`src/hw/mips_mem_pkg.sv`:
```
package mips_mem_pkg;

    typedef logic [31:0] word_t;      // Data word or byte address
    typedef logic [3:0]  byte_en_t;   // Bit n enables lane n
    typedef logic [5:0]  opcode_t;    // MIPS primary opcode
    typedef logic [1:0]  byte_idx_t;  // Byte offset within a word

    typedef enum logic [1:0] {
        CLASS_OTHER  = 2'd0,
        CLASS_LOAD   = 2'd1,
        CLASS_STORE  = 2'd2,
        CLASS_BRANCH = 2'd3   // Handled like OTHER
    } instr_class_e;

    // Loads
    localparam opcode_t OP_LB  = 6'b100000;
    localparam opcode_t OP_LBU = 6'b100100;
    localparam opcode_t OP_LH  = 6'b100001;
    localparam opcode_t OP_LHU = 6'b100101;
    localparam opcode_t OP_LUI = 6'b001111;
    localparam opcode_t OP_LW  = 6'b100011;
    localparam opcode_t OP_LWL = 6'b100010;
    localparam opcode_t OP_LWR = 6'b100110;

    // Stores
    localparam opcode_t OP_SB  = 6'b101000;
    localparam opcode_t OP_SH  = 6'b101001;
    localparam opcode_t OP_SW  = 6'b101011;

    localparam int RAM_WORDS = 64;
    localparam int RAM_AW    = 6;    // Word index from address bits 7:2

endpackage

```
`src/hw/mem_bus_if.sv`:
```
interface mem_bus_if
    import mips_mem_pkg::*;
();

    word_t    addr;        // Word aligned
    byte_en_t byteenable;
    logic     write;
    word_t    writedata;
    word_t    readdata;

    modport master (
        output addr,
        output byteenable,
        output write,
        output writedata,
        input  readdata
    );

    modport slave (
        input  addr,
        input  byteenable,
        input  write,
        input  writedata,
        output readdata
    );

endinterface

```
`src/hw/mem_int.sv`:
```
module mem_int
    import mips_mem_pkg::*;
(
    input  word_t        cpu_out,
    input  opcode_t      op,
    input  instr_class_e instr_type,
    output word_t        mem_addr,
    output byte_en_t     byteenable
);

    byte_idx_t byte_idx;
    byte_en_t  half_en;
    logic      mem_class;

    assign byte_idx  = cpu_out[1:0];
    assign mem_addr  = {cpu_out[31:2], 2'b00};
    assign mem_class = (instr_type == CLASS_LOAD) || (instr_type == CLASS_STORE);

    // Halfword needs an even index
    always_comb begin
        case (byte_idx)
            2'd0:    half_en = 4'b0011;
            2'd2:    half_en = 4'b1100;
            default: half_en = 4'b0000;
        endcase
    end

    always_comb begin
        if (mem_class) begin
            case (op)
                OP_LB, OP_LBU, OP_SB: begin
                    byteenable = 4'b0001 << byte_idx;
                end
                OP_LH, OP_LHU, OP_SH: begin
                    byteenable = half_en;
                end
                OP_LW, OP_SW, OP_LUI: begin
                    byteenable = 4'b1111;
                end
                OP_LWL: begin
                    byteenable = 4'b1111 << byte_idx;          // Index up to lane 3
                end
                OP_LWR: begin
                    byteenable = 4'b1111 >> (2'd3 - byte_idx); // Lane 0 up to index
                end
                default: begin
                    byteenable = 4'b0000;
                end
            endcase
        end else begin
            byteenable = 4'b1111;
        end
    end

endmodule

```
`src/hw/store_align.sv`:
```
module store_align
    import mips_mem_pkg::*;
(
    input  logic         req,
    input  instr_class_e instr_type,
    input  opcode_t      op,
    input  word_t        rt_val,
    mem_bus_if.master    bus
);

    assign bus.write = req && (instr_type == CLASS_STORE);

    // Copy onto every lane, byte enables pick what lands
    always_comb begin
        case (op)
            OP_SB: begin
                bus.writedata = {4{rt_val[7:0]}};
            end
            OP_SH: begin
                bus.writedata = {2{rt_val[15:0]}};
            end
            default: begin
                bus.writedata = rt_val;
            end
        endcase
    end

endmodule

```
`src/hw/load_extend.sv`:
```
module load_extend
    import mips_mem_pkg::*;
(
    input  logic         clk,
    input  logic         rst,
    input  logic         req,
    input  instr_class_e instr_type,
    input  opcode_t      op,
    input  byte_idx_t    byte_idx,
    input  word_t        rt_val,
    mem_bus_if.master    bus,
    output word_t        load_result,
    output logic         load_valid
);

    logic        load_req;
    logic        pend_q;
    opcode_t     op_q;
    byte_idx_t   idx_q;
    byte_en_t    be_q;
    word_t       rt_q;
    logic [7:0]  sel_byte;
    logic [15:0] sel_half;
    word_t       merged;
    word_t       result;

    assign load_req = req && (instr_type == CLASS_LOAD);

    always_ff @(posedge clk) begin
        if (rst) begin
            pend_q <= 1'b0;
        end else begin
            pend_q <= load_req;
        end
    end

    always_ff @(posedge clk) begin
        if (load_req) begin
            op_q  <= op;
            idx_q <= byte_idx;
            be_q  <= bus.byteenable;
            rt_q  <= rt_val;
        end
    end

    assign sel_byte = bus.readdata[8*idx_q +: 8];
    assign sel_half = idx_q[1] ? bus.readdata[31:16] : bus.readdata[15:0];

    // LWL/LWR keep rt in the lanes not fetched
    always_comb begin
        for (int i = 0; i < 4; i++) begin
            merged[8*i +: 8] = be_q[i] ? bus.readdata[8*i +: 8] : rt_q[8*i +: 8];
        end
    end

    always_comb begin
        case (op_q)
            OP_LB:          result = {{24{sel_byte[7]}}, sel_byte};
            OP_LBU:         result = {24'h0, sel_byte};
            OP_LH:          result = idx_q[0] ? '0 : {{16{sel_half[15]}}, sel_half};
            OP_LHU:         result = idx_q[0] ? '0 : {16'h0, sel_half};
            OP_LW:          result = bus.readdata;
            OP_LWL, OP_LWR: result = merged;
            default:        result = '0;  // LUI value comes from the ALU
        endcase
    end

    assign load_valid  = pend_q;
    assign load_result = pend_q ? result : '0;

    // Byte loads read the one lane that was enabled
    a_byte_lane_enabled: assert property (@(posedge clk) disable iff (rst)
        (load_valid && (op_q == OP_LB || op_q == OP_LBU)) |-> $onehot(be_q) && be_q[idx_q]);

endmodule

```
`src/hw/data_ram.sv`:
```
module data_ram
    import mips_mem_pkg::*;
(
    input logic      clk,
    mem_bus_if.slave bus,
    input logic      req
);

    word_t             mem [RAM_WORDS];
    logic [RAM_AW-1:0] widx;

    assign widx = bus.addr[RAM_AW+1:2];

    always_ff @(posedge clk) begin
        if (req && bus.write) begin
            for (int i = 0; i < 4; i++) begin
                if (bus.byteenable[i]) begin
                    mem[widx][8*i +: 8] <= bus.writedata[8*i +: 8];
                end
            end
        end
    end

    // Old word on a store cycle, new word from the next request on
    always_ff @(posedge clk) begin
        if (req) begin
            bus.readdata <= mem[widx];
        end
    end

    a_addr_in_range: assert property (@(posedge clk)
        req |-> (bus.addr[1:0] == 2'b00) && (bus.addr[31:RAM_AW+2] == '0));

endmodule

```
`src/hw/lsu_top.sv`:
```
module lsu_top
    import mips_mem_pkg::*;
(
    input  logic         clk,
    input  logic         rst,
    input  logic         req,
    input  word_t        addr_in,
    input  opcode_t      op,
    input  instr_class_e instr_class,
    input  word_t        rt_val,
    output word_t        mem_addr,
    output byte_en_t     byteenable,
    output word_t        load_result,
    output logic         load_valid
);

    mem_bus_if bus ();

    mem_int u_mem_int (
        .cpu_out    (addr_in),
        .op         (op),
        .instr_type (instr_class),
        .mem_addr   (bus.addr),
        .byteenable (bus.byteenable)
    );

    store_align u_store_align (
        .req        (req),
        .instr_type (instr_class),
        .op         (op),
        .rt_val     (rt_val),
        .bus        (bus.master)
    );

    load_extend u_load_extend (
        .clk         (clk),
        .rst         (rst),
        .req         (req),
        .instr_type  (instr_class),
        .op          (op),
        .byte_idx    (addr_in[1:0]),
        .rt_val      (rt_val),
        .bus         (bus.master),
        .load_result (load_result),
        .load_valid  (load_valid)
    );

    data_ram u_data_ram (
        .clk (clk),
        .bus (bus.slave),
        .req (req)
    );

    assign mem_addr   = bus.addr;
    assign byteenable = bus.byteenable;

endmodule

```
`config.mk`:
```
export PLATFORM = sky130hd
export DESIGN_NAME = lsu_top
export DESIGN_NICKNAME = d
export VERILOG_FILES = /design/src/hw/mips_mem_pkg.sv /design/src/hw/mem_bus_if.sv /design/src/hw/mem_int.sv /design/src/hw/store_align.sv /design/src/hw/load_extend.sv /design/src/hw/data_ram.sv /design/src/hw/lsu_top.sv
export SDC_FILE = /design/constraint.sdc
export NUM_CORES = 2
export LEC_CHECK = 0
export BUFFER_PORTS_ARGS = -buffer_cell sky130_fd_sc_hd__buf_2
export CAP_MARGIN = 0
export CELL_PAD_IN_SITES_DETAIL_PLACEMENT = 1
export CELL_PAD_IN_SITES_GLOBAL_PLACEMENT = 2
export CORE_UTILIZATION = 43
export CTS_CLUSTER_DIAMETER = 50
export DETAILED_ROUTE_END_ITERATION = 12
export HOLD_SLACK_MARGIN = 0.03
export PLACE_DENSITY_LB_ADDON = 0.1
export SLEW_MARGIN = 20
export SYNTH_ARGS = -nofsm -noshare
export SYNTH_HDL_FRONTEND = slang
export SYNTH_SLANG_ARGS = --single-unit
```
`constraint.sdc`:
```
create_clock -name clk -period 4.45 [get_ports clk]
set_input_delay 0.2225 -clock clk [delete_from_list [all_inputs] [get_ports clk]]
set_output_delay 0.2225 -clock clk [all_outputs]
set_load 0.01 [all_outputs]
```
=== After elaboration in Yosys (flattened, before gate mapping) ===
Memories as Yosys holds them, arrays and structs flattened. A register that Yosys moved wholly into a read port is not among the register bits.
Index checks and enable logic that the tools add are counted.

* Shift-type cells: 4
* Reductions and logical operators: 9
* Eq/ne operators: 21
* $add $sub $neg: 1
* Multiplexer cells: 25

{| class="wikitable"
|+ Operators with widths
! cell !! number
|-
| $pmux W32 S6 || 1
|-
| $eq A6 B6 Y1 const B || 17
|-
| $mux W32 || 2
|-
| $pmux W32 S2 || 1
|-
| $mux W16 || 2
|-
| $mux W8 || 4
|-
| $shiftx A32 B6 Y8 || 1
|-
| $pmux W4 S5 || 1
|-
| $mux W1 || 12
|-
| $reduce_or A3 Y1 || 3
|-
| $pmux W4 S2 || 1
|-
| $eq A6 B4 Y1 const B || 1
|-
| $eq A2 B2 Y1 const B || 2
|-
| $mux W4 || 1
|-
| $shl A1 B2 Y4 const A || 1
|-
| $shl A4 B2 Y4 const A || 1
|-
| $shr A4 B2 Y4 const A || 1
|-
| $logic_and A1 B1 Y1 || 3
|-
| $eq A2 B1 Y1 const B || 1
|-
| $logic_not A2 Y1 || 1
|-
| $reduce_or A2 Y1 || 1
|-
| $sub A2 B2 Y2 const A || 1
|-
| $logic_or A1 B1 Y1 || 1
|}

* Memories kept: 1
* Memory bits (writable): 2048
* Register bits: 45
* Logic and storage cells: 66

{| class="wikitable"
|+ Memories
! memory !! depth !! width !! read ports !! clocked after memory_dff !! write ports !! line !! RTL
|-
| u_data_ram.mem || 64 || 32 || 1 || 1 || 1 || data_ram.sv:9 || <nowiki>word_t mem [RAM_WORDS];</nowiki>
|}

=== Longest topological paths before layout ===
* Depth after elaboration: 7
* Mapped depth: 12

=== Least setup slack after synthesis ===
OpenSTA, ideal clock, no wires.

* Kind: in2reg
* Start: in op[3]
* End: mem u_data_ram.mem[0][24] in the netlist's numbering, data pin
* Setup time: 0.702 ns
* Cell stages on the path: 4
* Data arrival time: 3.495 ns
* Path slack: 0.253 ns
* Data required time: 3.748 ns
* Buffers on the path: 2
* Cells stage by stage: clkbuf_1 nand3_1 clkbuf_1 o21ai_0

* Longest elaborated chain between the ends: 2
* Elaborated cells on any way between the ends: 3

{| class="wikitable"
|+ RTL lines
! item !! line !! RTL
|-
| from (decl) || lsu_top.sv:8 || <nowiki>input opcode_t op,</nowiki>
|-
| $eq A6 B6 Y1 || store_align.sv:15 || <nowiki>case (op)</nowiki>
|-
| $pmux W32 S2 * || store_align.sv:15 ||
|-
| net bus.writedata[24] || mem_bus_if.sv:8 || <nowiki>word_t writedata;</nowiki>
|-
| to (decl) || data_ram.sv:9 ||
|}

The timed path passes the listed nets; every way through them passes the cells marked *.

=== Worst setup path after layout ===
* Start: reg u_data_ram.bus.readdata[15] (read register of u_data_ram.mem)
* End: out load_result[20]

* Longest elaborated chain between the ends: 4
* Elaborated cells on any way between the ends: 5

{| class="wikitable"
|+ RTL lines
! item !! line !! RTL
|-
| from (decl) || mem_bus_if.sv:24 || <nowiki>output readdata</nowiki>
|-
| parallel branches: the longest is 2 deep, another holds $shiftx A32 B6 Y8 || - ||
|-
| $pmux W32 S6 * || load_extend.sv:57 || <nowiki>case (op_q)</nowiki>
|-
| $mux W32 * || load_extend.sv:69 || <nowiki>assign load_result = pend_q ? result : '0;</nowiki>
|-
| to (decl) || lsu_top.sv:13 || <nowiki>output word_t load_result,</nowiki>
|}

Every way passes the cells marked *.

==> results.json <==
{
  "final_hold_viol_count": 0,
  "setup_viol_count_final": 0,
  "part_of_the_yosys_area_used_for_sequential_elements": 0.760,
  "crit_path_max_incr_delay_ps": 850,
  "synthTopCellsByArea": "edfxtp_1, mux2i_1, mux4_2, mux2_2, a221oi_1",
  "period_share": 0.906,
  "cap_viol_max_count": 0,
  "grt_setup_unrepaired": "no",
  "initial_antenna_violation_count": 25,
  "max_slew_margin": 0.155,
  "number_of_instances_in_the_synthesized_netlist": 4844,
  "cts-root-buf": "clkbuf_16",
  "placement.io_buffers": 93,
  "max_freq_mhz": 248,
  "timing.rr.start": "u_data_ram.mem[59][11]",
  "post_synth_num_cell_types": 69,
  "ir_worst_vdd_mv": 0.366,
  "main_combinational_cell_family_by_area_after_synthesis": "multiplexers",
  "worstMarginPinSlew_ps": 1270,
  "power_switching_share": 0.232,
  "cellInternalPower_w": 0.0343,
  "area_growth_pct": 16.7,
  "globalplace.congestion": 0.902,
  "pwr_density_cell_mw_per_mm2": 456,
  "drt-wirelength-per-cell_um": 38.9,
  "ff_latch_area_mm2": 0.0638,
  "outcome": "finished clean",
  "share_comb_of_total_power": 0.061,
  "synth_compound_area_frac": 0.0846,
  "first_pass_iteration_count_of_the_detailed_router": 6,
  "cts_made_buffers": 238,
  "grt-ovfl-total": 0,
  "cts-resized-gates": 0,
  "synthesis.yosys.warnings": 0,
  "clock_sink_count": 2125,
  "synth.cells.most_frequent": "edfxtp_1, nor2_1, mux2i_1, a221oi_1, nand2_1",
  "cp.required_ps": 4230,
  "synth_xor_area_frac": 0,
  "r2r-end": "u_data_ram.bus.readdata[11]",
  "critical_path.most_common_cell": "mux2i_1",
  "io-pin-count": 144,
  "cts_max_level": 4,
  "drt-vias-per-instance": 6.42,
  "synth.largest_area_cell": "edfxtp_1",
  "finish.cell_count_without_fillers": 8036,
  "worstPathArrival_ps": 3810,
  "worst_setup_hold_path_clk_slew_ps": 60,
  "cellLeakagePower_nw": 32.3,
  "grt_max_degree": 99,
  "count_of_flip_flops_with_a_built_in_enable_after_synthesis": 2124,
  "multi_input_area_mm2": 0.0185,
  "fin_crit_ps": 4030,
  "clock_tree.buffer_depth": 3,
  "nets": 5375,
  "clk_latency_ps": 880,
  "fin_util": 0.507,
  "dieHeight_um": 444,
  "numPlacedInstances": 7539,
  "clock_network_fraction_of_design_power": 0.441,
  "post_synth_instance_area_mm2": 0.0840,
  "placeableCoreArea_mm2": 0.193,
  "setup.worst_path.start_class": "flop",
  "worst-r2r-cell-count": 5,
  "timing.critical_path.cells": "mux2i_1, mux2i_1, and3_1, nor2_1, a21oi_1, buf_2",
  "synth_async_sr_flop_share": 0,
  "first_global_vias": 51200,
  "tritoncts_clock_tree": "built",
  "crit_path_top_delay_cell": "nor2_1",
  "reg2reg_slack_ps": 1640,
  "drcViolationCount": 0,
  "vias": 51600,
  "post-synth-top-count-cell": "edfxtp_1",
  "fillers": 17800,
  "hold_slack_ps": 90.4,
  "post-synth-top-area-fraction": 0.760,
  "synth-simple-area-share": 0.0383,
  "estimated_wirelength_of_the_detail_placed_design_um": 201000,
  "initial_core_util": 0.435,
  "final.setup.tns_ps": 0,
  "cp-end-kind": "output pin",
  "critical_path_class": "reg2out",
  "chipWidth_um": 444,
  "route.final.wire_length_um": 313000,
  "synth_area_per_cell_um2": 17.3,
  "wire_length_of_the_first_global_routing_pass_um": 429000,
  "die-area_mm2": 0.197,
  "track_usage": 0.315,
  "muxShareOfSynthArea": 0.0928,
  "min-delay-path-class": "in2reg",
  "synth-main-ff-cell": "edfxtp_1",
  "yosys_register_bits": 2125,
  "startpoint": "u_data_ram.bus.readdata[15]",
  "seq_power_share": 0.498,
  "finalMaxSlewViolations": 0,
  "post_route_cells_drive_above_1_share": 0.230,
  "timing.critical_path.to": "load_result[20]",
  "final_antenna_net_count": 0,
  "critical_path.max_fanout": 16,
  "p_switching_w": 0.0104,
  "synth_adder_area_share": 0.000298,
  "drt_iter0_drc": 7202,
  "row_count": 161,
  "fin_worst_skew_ps": 37.1
}
[power by group through the flow]
stage                     Sequential (W)  Combinational, W  Clock (W)
after CTS                         0.0223           0.00268     0.0199
final                             0.0223           0.00271     0.0197
after global routing              0.0223           0.00279     0.0206
after detailed placement          0.0227           0.00264          0
after global placement            0.0227           0.00261          0
after floorplan                   0.0226           0.00134          0
[worst min-delay path by stage]
stage | start | end | depth (start not counted)
final | rt_val[29] | u_load_extend.rt_q[29] | 2
after global routing | rt_val[27] | u_load_extend.rt_q[27] | 2
after CTS | rt_val[27] | u_load_extend.rt_q[27] | 2
after detailed placement | rst | u_load_extend.load_valid | 2
after global placement | rst | u_load_extend.load_valid | 2
after floorplan | rst | u_load_extend.load_valid | 1
[flip-flops by register name (all words and copies together) (netlist names)]
name / count
u_data_ram.bus.readdata: 32
u_data_ram.mem: 2048
u_load_extend.be_q: 4
u_load_extend.idx_q: 2
u_load_extend.load_valid: 1
u_load_extend.op_q: 6
u_load_extend.rt_q: 32
[repair_timing]
item,in CTS,in global routing
hold buffers,44,0
hold endpoints to repair,193,0
setup buffers,0,0
[worst max-delay path, delay by kind of cell (launching register included)]
kind                   cells  cell delay [ps]
multiplexers               2              710
flip-flops                 1              660
AO/OA/AOI/OAI              1              170
AND/OR/NAND/NOR            2             1160
buffers and inverters      1              200
[cell type report]
type                       instances  area share
clock inverter                   159      0.0160
multi-input combinational       2348       0.189
inverter                          10    0.000511
antenna                            7    0.000179
sequential                      2125       0.651
timing repair buffer             575      0.0471
clock buffer                     286      0.0637
tap                             2526      0.0323
[layout by cell type, fill, tap and decap left out, drive strengths merged, types with 7 or more instances in the layout]
master       instances
dlygate4sd3         44
buf                531
a221o               40
clkbuf             286
mux2               178
nand4               17
nor3                38
o21ai              141
a22oi              172
a21oi              156
clkinv              97
o22a                 8
clkinvlp            21
inv                 27
or4                 12
a22o                37
a221oi             201
nor2               364
a211oi              10
o211ai              10
a222oi              22
nor2b               17
nand3b               8
and3                10
diode                7
mux4               126
edfxtp            2124
bufinv              24
a31oi               41
o22ai              108
nand3               40
o2bb2ai              8
nand2              202
nand2b              12
mux2i              294
[stage by stage]
| step | worst slack, ps | total power, W | instance area, um2 |
|---|---|---|---|
| finish | 417 | 0.0447 | 98000 |
| global route | 210 | 0.0457 | 97900 |
| CTS | 334 | 0.0448 | 97900 |
| detailed placement | 635 | 0.0253 | 89700 |
| global placement | 664 | 0.0253 | 89700 |
| floorplan | 253 | 0.0240 | 84000 |
[cell families (layout without fill, tap and decap cells)]
family,Yosys count,count (layout)
AND/OR/NAND/NOR,746,746
AO/OA/AOI/OAI,1000,1000
buffers and inverters,372,1030
other,1,9
flip-flops,2125,2125
multiplexers,598,598
adder cells (fa/ha/maj),2,2
[per-layer routing]
layer  track usage  wire length [um]  vias up
met5             0               115        -
li1              -                 -    20600
met2         0.479            141000     2841
met3        0.0604             29000      514
met1         0.452            131000    27600
met4         0.113             11900       16
No activity file was read; power rests on OpenSTA's default activity.
